--- src/verilog/msg_pkg.sv ---
`default_nettype none

package msg_pkg;

	localparam int ADDR_W = 4;
	localparam int DATA_W = 8;
	// Sequence value sits in the low bits of dat
	localparam int SEQ_W = 4;
	localparam int REDUN_W = 4;

	typedef struct packed {
		logic [ADDR_W-1:0] src;
		logic [ADDR_W-1:0] dst;
		logic [DATA_W-1:0] dat;
		logic [REDUN_W-1:0] red;
	} msg_t;

	// XOR of every nibble of src, dst and dat
	function automatic logic [REDUN_W-1:0] calc_redun(input msg_t m);
		logic [REDUN_W-1:0] r;
		r = '0;
		for (int i = 0; i < ADDR_W / REDUN_W; i++) begin
			r = r ^ m.src[i*REDUN_W +: REDUN_W];
			r = r ^ m.dst[i*REDUN_W +: REDUN_W];
		end
		for (int i = 0; i < DATA_W / REDUN_W; i++) begin
			r = r ^ m.dat[i*REDUN_W +: REDUN_W];
		end
		return r;
	endfunction

endpackage

`default_nettype wire
--- src/verilog/net_cfg_pkg.sv ---
`default_nettype none

package net_cfg_pkg;

	// Destination range walked by every source
	localparam logic [msg_pkg::ADDR_W-1:0] MIN_ADDR = 1;
	localparam logic [msg_pkg::ADDR_W-1:0] MAX_ADDR = 3;

	localparam logic [msg_pkg::ADDR_W-1:0] SRC0_ADDR = 0;
	localparam logic [msg_pkg::ADDR_W-1:0] SRC1_ADDR = 1;

	// Buffer depths, powers of two so pointers wrap on their own
	localparam int MERGE_CREDITS = 2;
	localparam int SINK_CREDITS = 2;

	localparam int CRED_W = $clog2(((MERGE_CREDITS > SINK_CREDITS) ?
		MERGE_CREDITS : SINK_CREDITS) + 1);
	localparam logic [CRED_W-1:0] MERGE_CRED_INIT = CRED_W'(MERGE_CREDITS);
	localparam logic [CRED_W-1:0] SINK_CRED_INIT = CRED_W'(SINK_CREDITS);
	localparam int MERGE_PTR_W = (MERGE_CREDITS > 1) ? $clog2(MERGE_CREDITS) : 1;
	localparam int SINK_PTR_W = (SINK_CREDITS > 1) ? $clog2(SINK_CREDITS) : 1;

	localparam logic [msg_pkg::SEQ_W-1:0] SEQ_WRAP = 15;

endpackage

`default_nettype wire

--- src/verilog/msg_chnl_if.sv ---
`timescale 1ns/1ns
`default_nettype none

interface msg_chnl_if #(
	parameter type payload_t = logic
);

	// From the transmitter, valid lasts one cycle per message
	logic valid;
	payload_t msg;

	// From the receiver, one pulse per freed slot
	logic credit;

	modport tx (
		output valid,
		output msg,
		input credit
	);

	modport rx (
		input valid,
		input msg,
		output credit
	);

endinterface

`default_nettype wire

--- src/verilog/io_2to1_top.sv ---
`timescale 1ns/1ns
`default_nettype none

module io_2to1_top (
	input wire logic snk0_clk,
	input wire logic rst_n,
	input wire logic run,
	input wire logic fault0,
	input wire logic fault1,
	output wire logic [3:0] err_leds,
	output wire logic [3:0] disp0,
	output wire logic [15:0] rcv_cnt0,
	output wire logic [15:0] rcv_cnt1
);

	// Sources to merge inputs, then merge to the sink
	msg_chnl_if #(.payload_t(msg_pkg::msg_t)) src0_ch ();
	msg_chnl_if #(.payload_t(msg_pkg::msg_t)) src1_ch ();
	msg_chnl_if #(.payload_t(msg_pkg::msg_t)) sink_ch ();

	msg_source #(
		.SRC_ADDR(net_cfg_pkg::SRC0_ADDR)
	) src0_i (
		.snk0_clk(snk0_clk),
		.rst_n(rst_n),
		.run(run),
		.fault(fault0),
		.tx(src0_ch.tx)
	);

	msg_source #(
		.SRC_ADDR(net_cfg_pkg::SRC1_ADDR)
	) src1_i (
		.snk0_clk(snk0_clk),
		.rst_n(rst_n),
		.run(run),
		.fault(fault1),
		.tx(src1_ch.tx)
	);

	msg_merge_2to1 #(
		.payload_t(msg_pkg::msg_t)
	) merge_i (
		.snk0_clk(snk0_clk),
		.rst_n(rst_n),
		.in0(src0_ch.rx),
		.in1(src1_ch.rx),
		.out(sink_ch.tx)
	);

	msg_checker chk_i (
		.snk0_clk(snk0_clk),
		.rst_n(rst_n),
		.rx(sink_ch.rx),
		.err_leds(err_leds),
		.disp0(disp0),
		.rcv_cnt0(rcv_cnt0),
		.rcv_cnt1(rcv_cnt1)
	);

endmodule

`default_nettype wire

--- src/verilog/msg_checker.sv ---
`timescale 1ns/1ns
`default_nettype none

module msg_checker (
	input wire logic snk0_clk,
	input wire logic rst_n,
	msg_chnl_if.rx rx,
	output logic [3:0] err_leds,
	output logic [3:0] disp0,
	output logic [15:0] rcv_cnt0,
	output logic [15:0] rcv_cnt1
);

	msg_pkg::msg_t mem [net_cfg_pkg::SINK_CREDITS];
	logic [net_cfg_pkg::SINK_PTR_W-1:0] wr_ptr;
	logic [net_cfg_pkg::SINK_PTR_W-1:0] rd_ptr;
	logic [net_cfg_pkg::CRED_W-1:0] fill;
	msg_pkg::msg_t head;
	logic phase;
	logic pop;
	logic credit_q;
	logic [msg_pkg::SEQ_W-1:0] exp_seq0;
	logic [msg_pkg::SEQ_W-1:0] exp_seq1;
	logic [msg_pkg::SEQ_W-1:0] head_seq;

	// Verdicts from the first check cycle
	logic red_bad_q;
	logic seq_bad_q;
	logic addr_bad_q;
	logic from0_q;
	logic from1_q;

	assign head = mem[rd_ptr];
	assign head_seq = head.dat[msg_pkg::SEQ_W-1:0];
	// Second check cycle releases the slot
	assign pop = phase;
	assign rx.credit = credit_q;

	always_ff @(posedge snk0_clk) begin
		if (rx.valid)
			mem[wr_ptr] <= rx.msg;
		if (!phase && (fill != '0)) begin
			red_bad_q <= (head.red != msg_pkg::calc_redun(head));
			from0_q <= (head.src == net_cfg_pkg::SRC0_ADDR);
			from1_q <= (head.src == net_cfg_pkg::SRC1_ADDR);
			seq_bad_q <= (head.src == net_cfg_pkg::SRC0_ADDR) ?
				(head_seq != exp_seq0) : (head_seq != exp_seq1);
			addr_bad_q <= (head.dst < net_cfg_pkg::MIN_ADDR) ||
				(head.dst > net_cfg_pkg::MAX_ADDR) ||
				((head.src != net_cfg_pkg::SRC0_ADDR) &&
				(head.src != net_cfg_pkg::SRC1_ADDR));
		end
	end

	always_ff @(posedge snk0_clk) begin
		if (!rst_n) begin
			wr_ptr <= '0;
			rd_ptr <= '0;
			fill <= '0;
			phase <= 1'b0;
			credit_q <= 1'b0;
			exp_seq0 <= '0;
			exp_seq1 <= '0;
			err_leds <= 4'h0;
			disp0 <= 4'h0;
			rcv_cnt0 <= 16'h0000;
			rcv_cnt1 <= 16'h0000;
		end else begin
			if (rx.valid)
				wr_ptr <= wr_ptr + 1;
			case ({rx.valid, pop})
				2'b10: fill <= fill + 1;
				2'b01: fill <= fill - 1;
				default: fill <= fill;
			endcase
			credit_q <= pop;
			if (!phase) begin
				if (fill != '0)
					phase <= 1'b1;
			end else begin
				phase <= 1'b0;
				rd_ptr <= rd_ptr + 1;
				disp0 <= head.dat[3:0];
				// Expected value moves on even after a bad code
				if (from0_q) begin
					rcv_cnt0 <= rcv_cnt0 + 1;
					exp_seq0 <= (exp_seq0 == net_cfg_pkg::SEQ_WRAP) ? '0 : exp_seq0 + 1;
					err_leds[0] <= err_leds[0] | red_bad_q | seq_bad_q;
				end
				if (from1_q) begin
					rcv_cnt1 <= rcv_cnt1 + 1;
					exp_seq1 <= (exp_seq1 == net_cfg_pkg::SEQ_WRAP) ? '0 : exp_seq1 + 1;
					err_leds[1] <= err_leds[1] | red_bad_q | seq_bad_q;
				end
				err_leds[2] <= err_leds[2] | addr_bad_q;
				err_leds[3] <= err_leds[3] | red_bad_q;
			end
		end
	end

endmodule

`default_nettype wire

--- src/verilog/msg_merge_2to1.sv ---
`timescale 1ns/1ns
`default_nettype none

module msg_merge_2to1 #(
	parameter type payload_t = logic
) (
	input wire logic snk0_clk,
	input wire logic rst_n,
	msg_chnl_if.rx in0,
	msg_chnl_if.rx in1,
	msg_chnl_if.tx out
);

	logic [1:0] in_valid;
	payload_t in_msg [2];
	payload_t mem [2][net_cfg_pkg::MERGE_CREDITS];
	logic [net_cfg_pkg::MERGE_PTR_W-1:0] wr_ptr [2];
	logic [net_cfg_pkg::MERGE_PTR_W-1:0] rd_ptr [2];
	logic [net_cfg_pkg::CRED_W-1:0] fill [2];
	logic [1:0] ready;
	logic [1:0] pop;
	logic [1:0] credit_q;
	logic grant;
	logic rr_last;
	logic [net_cfg_pkg::CRED_W-1:0] out_credits;
	logic [net_cfg_pkg::CRED_W-1:0] out_free;
	logic out_valid_q;
	payload_t out_msg_q;

	assign in_valid = {in1.valid, in0.valid};
	assign in_msg[0] = in0.msg;
	assign in_msg[1] = in1.msg;
	assign in0.credit = credit_q[0];
	assign in1.credit = credit_q[1];

	assign out.valid = out_valid_q;
	assign out.msg = out_msg_q;

	// Credits left once the message already on the wire is counted
	assign out_free = out_credits - {{(net_cfg_pkg::CRED_W-1){1'b0}}, out_valid_q};

	always_comb begin
		for (int k = 0; k < 2; k++)
			ready[k] = (fill[k] != '0);
		// Round robin only matters when both inputs wait
		if (ready == 2'b11)
			grant = ~rr_last;
		else
			grant = ready[1];
		pop = 2'b00;
		if ((ready != 2'b00) && (out_free != '0))
			pop[grant] = 1'b1;
	end

	always_ff @(posedge snk0_clk) begin
		for (int k = 0; k < 2; k++) begin
			if (in_valid[k])
				mem[k][wr_ptr[k]] <= in_msg[k];
		end
		if (pop != 2'b00)
			out_msg_q <= mem[grant][rd_ptr[grant]];
	end

	always_ff @(posedge snk0_clk) begin
		if (!rst_n) begin
			for (int k = 0; k < 2; k++) begin
				wr_ptr[k] <= '0;
				rd_ptr[k] <= '0;
				fill[k] <= '0;
			end
			credit_q <= 2'b00;
			rr_last <= 1'b1;
			out_valid_q <= 1'b0;
		end else begin
			for (int k = 0; k < 2; k++) begin
				if (in_valid[k])
					wr_ptr[k] <= wr_ptr[k] + 1;
				if (pop[k])
					rd_ptr[k] <= rd_ptr[k] + 1;
				case ({in_valid[k], pop[k]})
					2'b10: fill[k] <= fill[k] + 1;
					2'b01: fill[k] <= fill[k] - 1;
					default: fill[k] <= fill[k];
				endcase
			end
			// Slot freed, credit goes back with the outgoing valid
			credit_q <= pop;
			out_valid_q <= (pop != 2'b00);
			if (pop != 2'b00)
				rr_last <= grant;
		end
	end

	always_ff @(posedge snk0_clk) begin
		if (!rst_n) begin
			out_credits <= net_cfg_pkg::SINK_CRED_INIT;
		end else begin
			case ({out.credit, out_valid_q})
				2'b10: out_credits <= out_credits + 1;
				2'b01: out_credits <= out_credits - 1;
				default: out_credits <= out_credits;
			endcase
		end
	end

endmodule

`default_nettype wire

--- src/verilog/msg_source.sv ---
`timescale 1ns/1ns
`default_nettype none

module msg_source #(
	parameter logic [msg_pkg::ADDR_W-1:0] SRC_ADDR = net_cfg_pkg::SRC0_ADDR
) (
	input wire logic snk0_clk,
	input wire logic rst_n,
	input wire logic run,
	input wire logic fault,
	msg_chnl_if.tx tx
);

	typedef enum logic [1:0] {
		ST_DST,
		ST_DAT,
		ST_RED
	} state_t;

	state_t state;
	logic [msg_pkg::ADDR_W-1:0] dst_walk;
	logic [msg_pkg::SEQ_W-1:0] seq;
	logic [net_cfg_pkg::CRED_W-1:0] credits;
	logic valid_q;
	logic load_dst;
	logic send;
	logic [msg_pkg::REDUN_W-1:0] code;
	msg_pkg::msg_t msg_q;

	assign load_dst = (state == ST_DST) && run;
	assign send = (state == ST_RED) && (credits != '0);
	assign code = msg_pkg::calc_redun(msg_q);

	assign tx.valid = valid_q;
	assign tx.msg = msg_q;

	always_ff @(posedge snk0_clk) begin
		if (!rst_n) begin
			state <= ST_DST;
			dst_walk <= net_cfg_pkg::MIN_ADDR;
			seq <= '0;
			valid_q <= 1'b0;
		end else begin
			valid_q <= send;
			case (state)
				ST_DST: begin
					if (load_dst) begin
						state <= ST_DAT;
						if (dst_walk >= net_cfg_pkg::MAX_ADDR)
							dst_walk <= net_cfg_pkg::MIN_ADDR;
						else
							dst_walk <= dst_walk + 1;
					end
				end
				ST_DAT: begin
					state <= ST_RED;
					seq <= (seq == net_cfg_pkg::SEQ_WRAP) ? '0 : seq + 1;
				end
				default: begin
					// Held here until a credit is available
					if (send)
						state <= ST_DST;
				end
			endcase
		end
	end

	always_ff @(posedge snk0_clk) begin
		if (load_dst) begin
			msg_q.src <= SRC_ADDR;
			msg_q.dst <= dst_walk;
		end
		if (state == ST_DAT)
			msg_q.dat <= {{(msg_pkg::DATA_W - msg_pkg::SEQ_W){1'b0}}, seq};
		if (send)
			msg_q.red <= fault ? ~code : code;
	end

	always_ff @(posedge snk0_clk) begin
		if (!rst_n) begin
			credits <= net_cfg_pkg::MERGE_CRED_INIT;
		end else begin
			case ({tx.credit, valid_q})
				2'b10: credits <= credits + 1;
				2'b01: credits <= credits - 1;
				default: credits <= credits;
			endcase
		end
	end

endmodule

`default_nettype wire

--- config.mk ---
export PLATFORM = sky130hd
export DESIGN_NAME = io_2to1_top
export DESIGN_NICKNAME = d
export VERILOG_FILES = /design/src/verilog/msg_pkg.sv /design/src/verilog/net_cfg_pkg.sv /design/src/verilog/msg_chnl_if.sv /design/src/verilog/io_2to1_top.sv /design/src/verilog/msg_checker.sv /design/src/verilog/msg_merge_2to1.sv /design/src/verilog/msg_source.sv
export SDC_FILE = /design/constraint.sdc
export NUM_CORES = 1
export LEC_CHECK = 0
export ABC_AREA = 1
export BUFFER_PORTS_ARGS = -buffer_cell sky130_fd_sc_hd__buf_2
export CORE_ASPECT_RATIO = 1.2
export CORE_UTILIZATION = 40
export CTS_CLUSTER_DIAMETER = 50
export DETAILED_ROUTE_END_ITERATION = 7
export SYNTH_ARGS = -nofsm -noshare
export SYNTH_HDL_FRONTEND = slang
export SYNTH_SLANG_ARGS = --single-unit
--- constraint.sdc ---
create_clock -name snk0_clk -period 3.2 [get_ports snk0_clk]
set_clock_uncertainty 0.05 [all_clocks]
set_input_delay 0.16 -clock snk0_clk [delete_from_list [all_inputs] [get_ports snk0_clk]]
set_output_delay 0.16 -clock snk0_clk [all_outputs]
set_load 0.005 [all_outputs]
Yosys cells after proc, flatten, opt, wreduce, memory -nomap -nowiden:

Memory sizes are Yosys's and may differ from the RTL's. A register that Yosys moved wholly into a read port is not among the register bits.
Index checks and enable logic that the tools add are counted.

* add/sub/neg operators: 27
* magnitude comparators: 11
* eq/ne operators: 28
* multiplexer cells: 78
* bitwise operators: 29
* reductions and logical operators: 40

Operators by type and width (count)
* $mux 20: 5
* $mux 40: 2
* $mux 1: 43
* $demux 20 s1: 2
* $add 16x1->16 const B: 2
* $mux 4: 8
* $add 4x1->4 const B: 6
* $pmux 2 s2: 6
* $reduce_bool 2->1: 12
* $mux 2: 11
* $xor 4x4->4: 5
* $eq 2x2->1 const B: 9
* $eq 2x1->1 const B: 8
* $eq 4x4->1 const B: 4
* $or 1x1->1: 16
* $add 2x1->2 const B: 6
* $ne 4x4->1: 3
* $reduce_and 2->1: 6
* $sub 2x1->2 const B: 6
* $logic_and 1x1->1: 10
* $ge 4x2->1 const B: 2
* $not 4->4: 2
* $add 1x1->1 const B: 6
* $ge 2x2->1 const B: 3
* other kinds (19): 30

* register bits: 135
* memory bits (writable): 100
* input port bits: 5
* output and inout port bits: 40
* logic and storage cells: 260
* memories kept: 5

Memories
* merge_i.mem: words 2, width 26, rd ports 1, clocked after Yosys merged registers in 0, write ports 2, line msg_merge_2to1.sv:16 `payload_t mem [2][net_cfg_pkg::MERGE_CREDITS];`
* chk_i.mem: words 2, width 20, rd ports 1, clocked after Yosys merged registers in 1, write ports 1, line msg_checker.sv:14 `msg_pkg::msg_t mem [net_cfg_pkg::SINK_CREDITS];`
* merge_i.fill: words 2, width 2, rd ports 2, clocked after Yosys merged registers in 0, write ports 2, line msg_merge_2to1.sv:19 `logic [net_cfg_pkg::CRED_W-1:0] fill [2];`
* merge_i.rd_ptr: words 2, width 1, rd ports 3, clocked after Yosys merged registers in 0, write ports 2, line msg_merge_2to1.sv:18 `logic [net_cfg_pkg::MERGE_PTR_W-1:0] rd_ptr [2];`
* merge_i.wr_ptr: words 2, width 1, rd ports 2, clocked after Yosys merged registers in 0, write ports 2, line msg_merge_2to1.sv:17 `logic [net_cfg_pkg::MERGE_PTR_W-1:0] wr_ptr [2];`

Logic depth before layout (Yosys ltp):

Gate-level depths: netlist of the first run.
An unclocked memory read counts as a cell.

* depth after elaboration: 16
* gate-level depth with buffers: 15
* depth with buffers taken out: 13

By module:

A second synthesis of the first run with hierarchy kept.

* cells, all modules: 1177
* area total of the unflattened synthesis: 11359.6 um2

Modules (own cells, without submodules)
* msg_checker: times used 1, cells each 573, area an instance 4644.5 um2, seq. area each 2452.4 um2
* msg_merge_2to1: times used 1, cells each 391, area an instance 4564.4 um2, seq. area each 3363.2 um2
* msg_source at src1_i: times used 1, cells each 107, area an instance 1077.3 um2, seq. area each 620.6 um2
* msg_source at src0_i: times used 1, cells each 106, area an instance 1073.5 um2, seq. area each 620.6 um2

Worst setup path after synthesis of the first run:

No wires, ideal clock.

* path type: reg2reg
* start: register merge_i.out_valid_q (netlist: merge_i.out.valid)
* end: memory merge_i.fill[0][1] (netlist name) (data pin)
* arrival time: 1.970 ns
* data required time: 3.004 ns
* path slack: 1.034 ns
* cell stages (with the launch flop): 13
* period minus slack after synthesis: 2.166 ns
* path through: dfxtp_1 inv_1 nor2_1 nor2_1 nand2_1 o21ai_0 inv_1 nand2_1 ha_1 inv_1 a31oi_1 o21ai_0 a21oi_1

RTL lines
* start, declared: line msg_merge_2to1.sv:27 `logic out_valid_q;`
* start signal, assigned: line msg_merge_2to1.sv:88 `out_valid_q <= (pop != 2'b00);`
* end, declared: line msg_merge_2to1.sv:19

==> results of run 1 <==
-- cell usage in the layout (no fill, tap or decap), types with 3 or more instances in the layout --
cell type and n:
sky130_fd_sc_hd__a31oi_1 4, sky130_fd_sc_hd__xnor2_1 9, sky130_fd_sc_hd__buf_4 7, sky130_fd_sc_hd__o211ai_1 4, sky130_fd_sc_hd__clkbuf_1 11, sky130_fd_sc_hd__nor2_4 6, sky130_fd_sc_hd__a21oi_1 40, sky130_fd_sc_hd__nand3b_1 3
sky130_fd_sc_hd__inv_1 115, sky130_fd_sc_hd__clkbuf_16 26, sky130_fd_sc_hd__nand2_4 3, sky130_fd_sc_hd__dfxtp_1 89, sky130_fd_sc_hd__o21ai_0 43, sky130_fd_sc_hd__a211oi_1 3, sky130_fd_sc_hd__nand2_2 5, sky130_fd_sc_hd__xor2_1 13
sky130_fd_sc_hd__ha_1 17, sky130_fd_sc_hd__buf_2 44, sky130_fd_sc_hd__nor2_1 96, sky130_fd_sc_hd__edfxtp_1 124, sky130_fd_sc_hd__nor3_1 14, sky130_fd_sc_hd__o22ai_1 4, sky130_fd_sc_hd__nor3b_1 3, sky130_fd_sc_hd__nand3_1 32
sky130_fd_sc_hd__nand2_1 282
-- timing repair --
| action | 4_1_cts | 5_1_grt |
|---|---|---|
| hold buffers | 2 | 0 |
| endpoints found under the hold margin | 3 | 0 |
| setup buffers | 0 | 0 |
| endpoints found under the setup margin | 0 | 0 |
-- critical path, cell delays in order, from the launching register on --
cell and delay [ns]:
sky130_fd_sc_hd__dfxtp_1 0.36, sky130_fd_sc_hd__inv_1 0.09, sky130_fd_sc_hd__nor2_1 0.09, sky130_fd_sc_hd__nor2_1 0.05, sky130_fd_sc_hd__nand2_1 0.08, sky130_fd_sc_hd__o21ai_0 0.11
sky130_fd_sc_hd__inv_1 0.40, sky130_fd_sc_hd__nand2_1 0.23, sky130_fd_sc_hd__ha_1 0.35, sky130_fd_sc_hd__inv_1 0.04, sky130_fd_sc_hd__a31oi_1 0.23, sky130_fd_sc_hd__o21ai_0 0.13
sky130_fd_sc_hd__a21oi_1 0.14
-- per-layer routing --
metal	vias to the layer above	track usage, %	part of all wire, %
li1	3161	-	-
met1	2677	16.2	45
met2	57	26.9	51
met3	23	2.39	2.5
met4	0	5.16	2.2
met5	-	0	0
-- power groups by stage --
stage | Combinational (mW) | Clock (mW) | Sequential, mW
2_1_floorplan | 1.76 | 0 | 3.76
3_3_place_gp | 2.05 | 0 | 3.83
3_5_place_dp | 2.09 | 0 | 3.85
4_1_cts | 2.10 | 2.72 | 3.79
5_1_grt | 2.44 | 2.84 | 3.84
6_report | 2.07 | 2.66 | 3.78
-- cell families after synthesis --
group	synth area share, %
buf+inv	6.48
flops	61.7
fa+ha+maj	2.39
xor+xnor	2.16
simple gates	21.2
compound gates	5.99
-- per-stage QoR --
stage | cells | area [um2] | hold slack (ns)
3_5_place_dp | 1249 | 9410 | 0.380
6_report | 1295 | 10200 | 0.0982
5_1_grt | 1295 | 10200 | 0.114
3_3_place_gp | 1249 | 9410 | 0.375
4_1_cts | 1295 | 10200 | 0.108
2_1_floorplan | 944 | 8920 | 0.284
-- cell type report --
cell class / count / area, um2 / area share (%)
inverters: 120 / 454 / 4.45
repair buffers: 53 / 293 / 2.87
clock buffers: 39 / 719 / 7.05
well taps: 274 / 343 / 3.36
multi-input cells: 591 / 2830 / 27.8
flip-flops and latches: 213 / 5510 / 53.9
clock inverters: 5 / 58.8 / 0.576
-- state kept, by name (all words and copies together), names as in the netlist, 12 cells and up, named ones only --
name and cells:
chk_i.rcv_cnt0 16, merge_i.mem 50, src1_i.tx.msg 12, merge_i.out.msg 13, src0_i.tx.msg 12, chk_i.rcv_cnt1 16, chk_i.mem 26
-- path summary, 6_finish.rpt --
check / from / slack (ns) / endpoint / cells after the start
setup reg to reg: merge_i.out.valid$_SDFF_PN0_ / 0.68 / merge_i.fill[0][1]$_SDFFCE_PN0P_ / 12
hold reg to reg: merge_i.out.msg[7]$_DFFE_PP_ / 0.39 / chk_i.mem[1][7]$_DFFE_PP_ / 0
setup / recovery: merge_i.out.valid$_SDFF_PN0_ / 0.68 / merge_i.fill[0][1]$_SDFFCE_PN0P_ / 12
hold / removal: fault0 / 0.1 / src0_i.tx.msg[0]$_DFFE_PP_ / 3
==> run summary, run 1 <==
Synth
• 0 — count of warnings emitted by yosys
• 9.44 um2 — Avg Synthesized Cell Area
• sky130_fd_sc_hd__edfxtp_1 — cell type with the largest total area after synthesis
• 41.8% — area share of the largest cell type after synthesis
• 35 — number of distinct library cells after synthesis
• 282 x sky130_fd_sc_hd__nand2_1, 124 x sky130_fd_sc_hd__edfxtp_1, 115 x sky130_fd_sc_hd__inv_1 — top post-synthesis cells by count
• 213 — register bit total from synthesis
• sky130_fd_sc_hd__edfxtp_1 — primary flip-flop cell chosen by synthesis mapping
• 944 — post-synthesis cell count
• 124 — EDFF count, synth
• 61.7% — post-synthesis sequential area ratio
• 0% — Post-synth ARST share
• 966 — Post-Syn Nets
• sky130_fd_sc_hd__edfxtp_1 42%, sky130_fd_sc_hd__dfxtp_1 20%, sky130_fd_sc_hd__nand2_1 12% — top cells by area in the synthesized netlist
• 8920 um2 — combined area of all synthesized cells
• sky130_fd_sc_hd__nand2_1 — most frequent cell after synthesis

Route
• 0 — remaining antenna violation count
• 12.3 um — post-detailed-route wirelength per cell
• 270 — detailed router's first-iteration violation count
• 6 — first-pass detailed-route iteration total
• 4 — count of unresolved DRC violations after routing
• 4.57 — detailed-route vias per instance
• 16.0 mm — sum of routed wire length over all layers
• 5,918 — total number of vias

Clock network
• 0 — post-cts repair resize count
• 213 — sinks on the clock net
• 0.05 ns — CTS clock-pin slew for the worst setup and hold paths
• 0.51 ns — insertion delay of the later-clocked pin in the worst-skew pair
• 1 — depth of the CTS H-tree
• 3 — maximum root-to-sink buffer count
• sky130_fd_sc_hd__clkbuf_16 — Root Buffer
• 24 — total clock buffers created by CTS
• done — TritonCTS clock tree

Floorplan
• 138 um — horizontal die dimension
• 166 um — DIE HEIGHT
• 40.9% — starting utilization of the core area
• 45 — I/O pin total
• 59 — Row Count
• 22,900 um2 — floorplan die area
• 21,800 um2 — Placeable Area

Cells and area
• 14.5% — Syn-to-layout area delta
• 1,984 — number of fillers in the final layout
• 46.9% — Finished Core Util
• 10.5% — fraction of layout instances using a drive strength above 1
• 1,025 — nets@finish
• 0 — Antenna diodes

Status
• DRC — failing checks
• complete, but fails checks — outcome

Critical path
• 3.50 ns — required time worst endpoint
• flip-flop — kind of end point of the critical path
• flip-flop to flip-flop — category of the most critical setup path
• 2.82 ns — CP Data Arrival Time
• flip-flop — startpoint kind of the worst setup timing path
• 15 — worst-path fanout max

Power and ir drop
• 31.5% — switching part of the total power
• 834 nW/um2 — power per unit of standard cell area
• 2.68 mW — Switching Power
• 44.4% — portion of total power attributed to sequential cells
• 8.51 mW — total power draw
• 0.466 mV — worst ir drop on vdd
• 5.83 mW — internal power
• 4.36 nW — reported leakage power
• 31.2% — Clk network pwr share
• 24.3% — part of the total power dissipated in combinational logic

Timing
• 0.694 ns — transition time of the tightest slew-check pin
• 0 ns — setup TNS after final layout
• 0 — Setup-failing EPs final
• 53.4% — Max-slew headroom
• 0 — Final Max Slew Viols
• 2.52 ns — final critical-path required period
• 396 MHz — highest clock rate
• 78.9% — fin crit share
• no — RSZ-0062 raised after global routing
• 0 — final hold violation count
• 0.675 ns — minimum setup slack in the final design

Global routing
• 0 — residual overflow from global routing
• 0 — initial antenna violation count
• 5,640 — number of global-route vias before repair
• 61 — maximum number of pins on one net before global-route repair
• 14.2% — GRT Total Usage
• 26.4 mm — first-pass GRT wire length

Placed design
• 11.3 mm — post-detail-place hpwl
• 0.634 ns — worst slack at placement
• 44 — count of port buffers added during placement
• 0.771 — routability congestion estimate

Job
• 0 — max_cap viols

Min path
• primary input to flip-flop — worst min-delay path category

No activity file was read; power rests on OpenSTA's default activity.
==> run 2: changes to the inputs <==
Clock period 3.2 ns to 2.6 ns, I/O delays scaled along.
==> run 2 against run 1 <==
Compared with the run above:
- the flow still finishes with violations (DRC)
- first-iteration DRC count fell by 0.74%
- global-route usage increased by 0.27 points
- clock-buffer cell count is 10 lower
- fmax rose by 19%
- core utilization is 0.25 points higher
- routed wire length up 0.60%
- worst setup slack worse by 0.20 ns
- clock power increased by 27%
==> run summary, run 2 (synthesis results as in run 1) <==
Cells and area
• 11.6% — fraction of layout instances using a drive strength above 1
• 0 — Antenna diodes
• 282 x sky130_fd_sc_hd__nand2_1, 124 x sky130_fd_sc_hd__edfxtp_1, 115 x sky130_fd_sc_hd__inv_1, 96 x sky130_fd_sc_hd__nor2_1, 89 x sky130_fd_sc_hd__dfxtp_1 — most frequent cells in the layout
• 1,299 — final non-filler cell total
• 50 — max FFs per register
• sky130_fd_sc_hd__nand2_1 — most frequent standard cell in the layout excluding fill and tap cells
• 15.1% — Syn-to-layout area delta
• 2,045 — number of fillers in the final layout
• merge_i.mem — register containing the most flip-flops in the final layout
• merge_i.mem x50, chk_i.mem x26 — registers with the most flip-flops
• 47.1% — Finished Core Util
• 1,029 — nets@finish
• 10,300 um2 — area of all placed cells without fillers

Power and ir drop
• 4.41 nW — reported leakage power
• 1040 nW/um2 — power per unit of standard cell area
• 0.607 mV — worst ir drop on vdd

Timing
• 0 — Setup-failing EPs final
• 0 — final hold violation count
• no — RSZ-0062 raised after global routing
• 49.1% — Max-slew headroom
• 2.12 ns — final critical-path required period
• 0 ns — setup TNS after final layout
• 0.0410 ns — Hold WS
• 0 — Final Max Slew Viols
• 472 MHz — highest clock rate
• 0.758 ns — transition time of the tightest slew-check pin
• 81.5% — fin crit share

Placed design
• 1,253 — number of cells after detailed placement
• 44 — count of port buffers added during placement
• 11.6 mm — post-detail-place hpwl
• 9440 um2 — placed standard-cell area
• 0.779 — routability congestion estimate

Clock network
• 0 — number of setup buffers added after CTS
• 0.51 ns — insertion delay of the later-clocked pin in the worst-skew pair
• 1 — depth of the CTS H-tree
• 3 — maximum root-to-sink buffer count
• 0 — post-cts repair resize count
• sky130_fd_sc_hd__clkbuf_16 — Root Buffer
• 0.06 ns — CTS clock-pin slew for the worst setup and hold paths
• 24 — total clock buffers created by CTS
• done — TritonCTS clock tree
• 213 — sinks on the clock net

Floorplan
• 166 um — DIE HEIGHT
• 138 um — horizontal die dimension
• 22,900 um2 — floorplan die area
• 40.9% — starting utilization of the core area
• 45 — I/O pin total
• 21,800 um2 — Placeable Area
• 59 — Row Count

Critical path
• or2_4 -> o21ai_0 -> inv_1 -> nand2_1 -> inv_1 -> ha_1 -> nor2_1 -> a31oi_1 -> o21ai_0 -> a21oi_1 — cell-by-cell trace of the critical path
• 0.40 ns — delay contributed by the slowest stage of the critical path
• flip-flop — kind of end point of the critical path
• 4 — worst-path fanout max
• flip-flop — startpoint kind of the worst setup timing path
• flip-flop to flip-flop — category of the most critical setup path
• 2.81 ns — required time worst endpoint
• sky130_fd_sc_hd__edfxtp_1 — master of the slowest instance on the critical path
• 2.33 ns — CP Data Arrival Time

Route
• 0 — remaining antenna violation count
• 6,013 — total number of vias
• 4 — count of unresolved DRC violations after routing
• 12.4 um — post-detailed-route wirelength per cell
• 4.63 — detailed-route vias per instance
• 268 — detailed router's first-iteration violation count
• 16.1 mm — sum of routed wire length over all layers
• 7 — first-pass detailed-route iteration total

Global routing
• 14.5% — GRT Total Usage
• 33 — maximum number of pins on one net before global-route repair
• 26.7 mm — first-pass GRT wire length
• 0 — initial antenna violation count
• 0 — residual overflow from global routing
• 5,618 — number of global-route vias before repair

Status
• DRC — failing checks
• complete, but fails checks — outcome

Job
• 0 — max_cap viols

Min path
• primary input to flip-flop — worst min-delay path category

run 2: cell types whose count changed in the layout (fill, tap and decap cells not counted), moves of 2 or more:
cell	before	now
sky130_fd_sc_hd__clkbuf_8	2	0
sky130_fd_sc_hd__clkbuf_1	11	3
sky130_fd_sc_hd__clkinv_2	2	8
sky130_fd_sc_hd__buf_4	7	11
run 2: final cells by class:
cell class                      count  area [um2]  area share [%]
Sequential cell                   213        5510            53.7
Multi-Input combinational cell    591        2830            27.6
Timing Repair Buffer               57         323            3.15
Clock inverter                     15         141            1.38
Clock buffer                       29         662            6.45
Inverter                          120         454            4.43
Tap cell                          274         343            3.34
run 2: where the power goes:
group / internal, mW / total (mW) / switching, mW
sequential: 4.35 / 4.66 / 0.307
clock: 2.03 / 3.38 / 1.34
combinational: 0.872 / 2.63 / 1.76
run 2: what timing repair did:
action	4_1_cts	5_1_grt
endpoints found under the hold margin	3	0
hold buffers	2	0
setup endpoints to repair	0	0
run 2: worst max-delay path, delay by kind of cell (launching register included):
| kind | cells | cell delay [ns] |
|---|---|---|
| and+or+nand+nor | 3 | 0.55 |
| buffers and inverters | 2 | 0.14 |
| DFF | 1 | 0.40 |
| adders and majority gates | 1 | 0.21 |
| AOI/OAI and AO/OA | 4 | 0.51 |
run 2: final timing paths:
| path | start | to | slack (ns) | cells after the start |
|---|---|---|---|---|
| hold reg to reg | chk_i.err_leds[1]$_SDFFE_PN0P_ | chk_i.err_leds[1]$_SDFFE_PN0P_ | 0.40 | 2 |
| setup / recovery | merge_i.fill[0][0]$_SDFFCE_PN0P_ | merge_i.fill[0][1]$_SDFFCE_PN0P_ | 0.48 | 10 |
| setup reg to reg | merge_i.fill[0][0]$_SDFFCE_PN0P_ | merge_i.fill[0][1]$_SDFFCE_PN0P_ | 0.48 | 10 |
| hold / removal | fault0 | src0_i.tx.msg[0]$_DFFE_PP_ | 0.04 | 3 |
run 2: per-layer routing:
metal / global-route usage, % / vias to the layer above / part of all wire (%)
met5: 0 / - / 0
li1: - / 3177 / -
met4: 5.67 / 0 / 2.4
met3: 2.34 / 24 / 2.9
met1: 16.3 / 2742 / 43
met2: 27.5 / 70 / 52
run 2: through the flow:
step	total power, mW	worst slack [ns]
after floorplan	6.80	0.434
after global placement	7.32	0.547
after detailed placement	7.41	0.467
after CTS	10.8	0.455
after global routing	11.4	0.337
final	10.7	0.480
==> run 3: changes to the inputs <==
Settings changed: ABC_AREA 1 to 0.
Clock period 2.6 ns to 2.1 ns, I/O delays scaled along.
==> run 3 against run 2 <==
Compared with the run above:
- hold slack better by 0.0052 ns
- die area is 4.6% lower
- power is 22% higher
- critical endpoint is now merge_i.fill[0][0]$_SDFFCE_PN0P_
- the run now ends clean
- register-to-register slack worse by 0.47 ns
- largest power group unchanged
==> run summary, run 3 <==
Clock network
• done — TritonCTS clock tree
• 213 — sinks on the clock net
• 0.06 ns — CTS clock-pin slew for the worst setup and hold paths
• 1 — depth of the CTS H-tree
• 24 — total clock buffers created by CTS
• 3 — maximum root-to-sink buffer count
• sky130_fd_sc_hd__clkbuf_16 — Root Buffer
• 0.51 ns — insertion delay of the later-clocked pin in the worst-skew pair

Global routing
• 25.0 mm — first-pass GRT wire length
• 14.3% — GRT Total Usage
• 0 — residual overflow from global routing
• 2.65% — global routing usage on met3
• 16.4% — GRT met1 Usage
• 0 — initial antenna violation count
• met2 — Top Usage Layer GRT
• 30 — maximum number of pins on one net before global-route repair
• 26.4% — grt met2 use
• 5,219 — number of global-route vias before repair

Timing
• 0.750 ns — transition time of the tightest slew-check pin
• 0 ns — setup TNS after final layout
• 99.5% — fin crit share
• 0 — Final Max Slew Viols
• 0 — Setup-failing EPs final
• yes — RSZ-0062 raised after global routing
• 2.09 ns — final critical-path required period
• 0 — final hold violation count
• 50.0% — Max-slew headroom
• 479 MHz — highest clock rate

Power and ir drop
• 23.2% — part of the total power dissipated in combinational logic
• 0.775 mV — worst ir drop on vdd
• 1290 nW/um2 — power per unit of standard cell area
• 3.78 mW — Switching Power
• 13.0 mW — total power draw
• 29.0% — switching part of the total power
• 45.3% — portion of total power attributed to sequential cells
• 3.71 nW — reported leakage power
• 9.27 mW — internal power
• 31.5% — Clk network pwr share

Placed design
• 10.7 mm — post-detail-place hpwl
• 0.777 — routability congestion estimate
• 1,001 — number of cells after detailed placement
• 44 — count of port buffers added during placement

Cells and area
• 1,882 — number of fillers in the final layout
• merge_i.mem — register containing the most flip-flops in the final layout
• merge_i.mem x50, chk_i.mem x26 — registers with the most flip-flops
• 17.0% — fraction of layout instances using a drive strength above 1
• 0 — Antenna diodes
• 1,051 — final non-filler cell total
• 18.8% — Syn-to-layout area delta
• 50 — max FFs per register
• 786 — nets@finish
• sky130_fd_sc_hd__edfxtp_1 — most frequent standard cell in the layout excluding fill and tap cells
• 124 x sky130_fd_sc_hd__edfxtp_1, 89 x sky130_fd_sc_hd__dfxtp_1, 79 x sky130_fd_sc_hd__nor2_1, 47 x sky130_fd_sc_hd__xnor2_1, 47 x sky130_fd_sc_hd__nand2_1 — most frequent cells in the layout

Floorplan
• 21,800 um2 — floorplan die area
• 135 um — horizontal die dimension
• 20,900 um2 — Placeable Area
• 45 — I/O pin total
• 58 — Row Count
• 40.7% — starting utilization of the core area
• 162 um — DIE HEIGHT

Synth
• sky130_fd_sc_hd__edfxtp_1 — cell type with the largest total area after synthesis
• 124 — EDFF count, synth
• 64.8% — post-synthesis sequential area ratio
• 0 — count of warnings emitted by yosys
• 43.8% — area share of the largest cell type after synthesis
• sky130_fd_sc_hd__edfxtp_1 44%, sky130_fd_sc_hd__dfxtp_1 21%, sky130_fd_sc_hd__xnor2_1 4.8% — top cells by area in the synthesized netlist
• 714 — Post-Syn Nets
• 213 — register bit total from synthesis
• 41 — number of distinct library cells after synthesis
• 2.50% — adder-cell area share of the yosys netlist
• sky130_fd_sc_hd__edfxtp_1 — most frequent cell after synthesis
• 8.01% — post-synthesis share of cell area spent on xor and xnor gates
• 5.76% — share of the synthesized area in compound gates (AO/OA/AOI/OAI)
• 12.3 um2 — Avg Synthesized Cell Area
• 13.2% — share of synthesized cell area in and, or, nand and nor gates
• sky130_fd_sc_hd__edfxtp_1 — primary flip-flop cell chosen by synthesis mapping
• 0% — Post-synth ARST share
• 8500 um2 — combined area of all synthesized cells
• 692 — post-synthesis cell count
• 124 x sky130_fd_sc_hd__edfxtp_1, 89 x sky130_fd_sc_hd__dfxtp_1, 81 x sky130_fd_sc_hd__nor2_1 — top post-synthesis cells by count
• 3.72% — multiplexer share of the synthesized area
• simple AND/OR/NAND/NOR gates — largest family of logic cells by synthesized area

Route
• 6 — first-pass detailed-route iteration total
• 4.92 — detailed-route vias per instance
• 259 — detailed router's first-iteration violation count
• 0 — remaining antenna violation count
• 0 — count of unresolved DRC violations after routing
• 5,169 — total number of vias
• 14.3 um — post-detailed-route wirelength per cell
• 15.0 mm — sum of routed wire length over all layers

Critical path
• inv_2 -> ha_4 -> o2bb2ai_4 -> inv_4 -> o21ai_4 -> ha_4 -> o41ai_4 -> buf_4 -> nor2_1 — cell-by-cell trace of the critical path
• flip-flop to flip-flop — category of the most critical setup path
• 9 — Worst Reg-to-Reg Cells
• flip-flop — kind of end point of the critical path
• sky130_fd_sc_hd__edfxtp_1 — master of the slowest instance on the critical path
• flip-flop — startpoint kind of the worst setup timing path
• merge_i.fill[1][0]$_DFFE_PP_ — reg2reg start
• sky130_fd_sc_hd__ha_4 — dominant cell type by count on the critical path
• 4 — worst-path fanout max
• 2.32 ns — required time worst endpoint
• 2.31 ns — CP Data Arrival Time
• compound AO/OA/AOI/OAI gates — dominant delay contributor by cell family on the critical path
• 0.41 ns — delay contributed by the slowest stage of the critical path
• 3 — crit path buf inv count
• 9 — number of gates on the worst path with buffers counted
• merge_i.fill[0][0]$_SDFFCE_PN0P_ — worst reg2reg path endpoint
• 0.01 ns — reg2reg setup slack

Min path
• run — startpoint of the most critical hold path
• 3 — cell depth of the worst hold path
• src1_i.state[0]$_SDFFE_PN0P_ — Worst Hold End
• primary input to flip-flop — worst min-delay path category

Job
• 0 — max_cap viols

Status
• finished, final reports clean — outcome

run 3: changes by cell type after synthesis, sizes merged, moves of 12 or more:
cell and delta:
mux2i +29, nor2b +14, xnor2 +38, a211oi +13, nand3 -19, nor2 -21
nand2 -242, o21ai -28, clkbuf +13, inv -98, and2 +12
run 3: logic make-up after synthesis:
| kind of cell | count (synthesis) |
|---|---|
| flops | 213 |
| compound gates | 83 |
| buf+inv | 45 |
| simple gates | 230 |
| xor+xnor | 73 |
| fa+ha+maj | 17 |
| mux | 31 |
run 3: worst max-delay path by stage:
stage	from	slack (ns)	end
after global placement	merge_i.fill[1][0]$_DFFE_PP_	0.06	merge_i.fill[1][1]$_DFFE_PP_
final	merge_i.fill[1][0]$_DFFE_PP_	0.01	merge_i.fill[0][0]$_SDFFCE_PN0P_
after global routing	merge_i.fill[1][0]$_DFFE_PP_	-0.09	merge_i.fill[0][0]$_SDFFCE_PN0P_
after CTS	merge_i.fill[1][0]$_DFFE_PP_	0.003	merge_i.fill[0][1]$_SDFFCE_PN0P_
after floorplan	merge_i.fill[0][0]$_SDFFCE_PN0P_	-0.00009	merge_i.fill[1][1]$_DFFE_PP_
after detailed placement	merge_i.fill[1][0]$_DFFE_PP_	0.01	merge_i.fill[0][1]$_SDFFCE_PN0P_
run 3: timing repair:
action | in CTS | in global routing
buffers inserted | 0 | 4
endpoints found under the hold margin | 11 | 0
hold buffers | 3 | 0
endpoints found under the setup margin | 0 | 4
gates resized for setup | 0 | 7
run 3: tightest hold or removal path, delay by kind of cell:
kind,cells,cell delay (ns)
AOI/OAI and AO/OA,1,0.08
buffers and inverters,1,0.11
and+or+nand+nor,1,0.26
run 3: stage by stage:
| step | util, % | area [um2] | hold WS, ns | worst slack, ns |
|---|---|---|---|---|
| after floorplan | - | 8600 | 0.348 | -0.0000894 |
| after global placement | 44.0 | 9200 | 0.378 | 0.0625 |
| after detailed placement | 44.0 | 9200 | 0.382 | 0.0113 |
| after CTS | 47.9 | 10000 | 0.0315 | 0.00289 |
| after global routing | 48.3 | 10100 | 0.0585 | -0.0920 |
| final | 48.3 | 10100 | 0.0462 | 0.0113 |
run 3: per-layer routing:
layer / wire, um / share of wire, %
met2: 7910 / 53
met4: 336 / 2.2
met3: 547 / 3.6
met1: 6210 / 41
met5: 0 / 0
run 3: power groups by stage:
stage | combinational (mW) | clock (mW) | sequential [mW]
6_report | 3.03 | 4.11 | 5.91
5_1_grt | 3.40 | 4.35 | 6.00
4_1_cts | 2.89 | 4.20 | 5.90
3_5_place_dp | 2.87 | 0 | 5.98
3_3_place_gp | 2.77 | 0 | 5.95
2_1_floorplan | 2.25 | 0 | 5.79
run 3: final cells by class:
type                    count  area, um2  area share, %
clock inverters            13        129           1.28
well taps                 270        338           3.35
multi-input cells         434       2950           29.2
clock buffers              30        654           6.48
repair buffers             71        443           4.39
flip-flops and latches    213       5510           54.5
inverters                  20       77.6          0.768
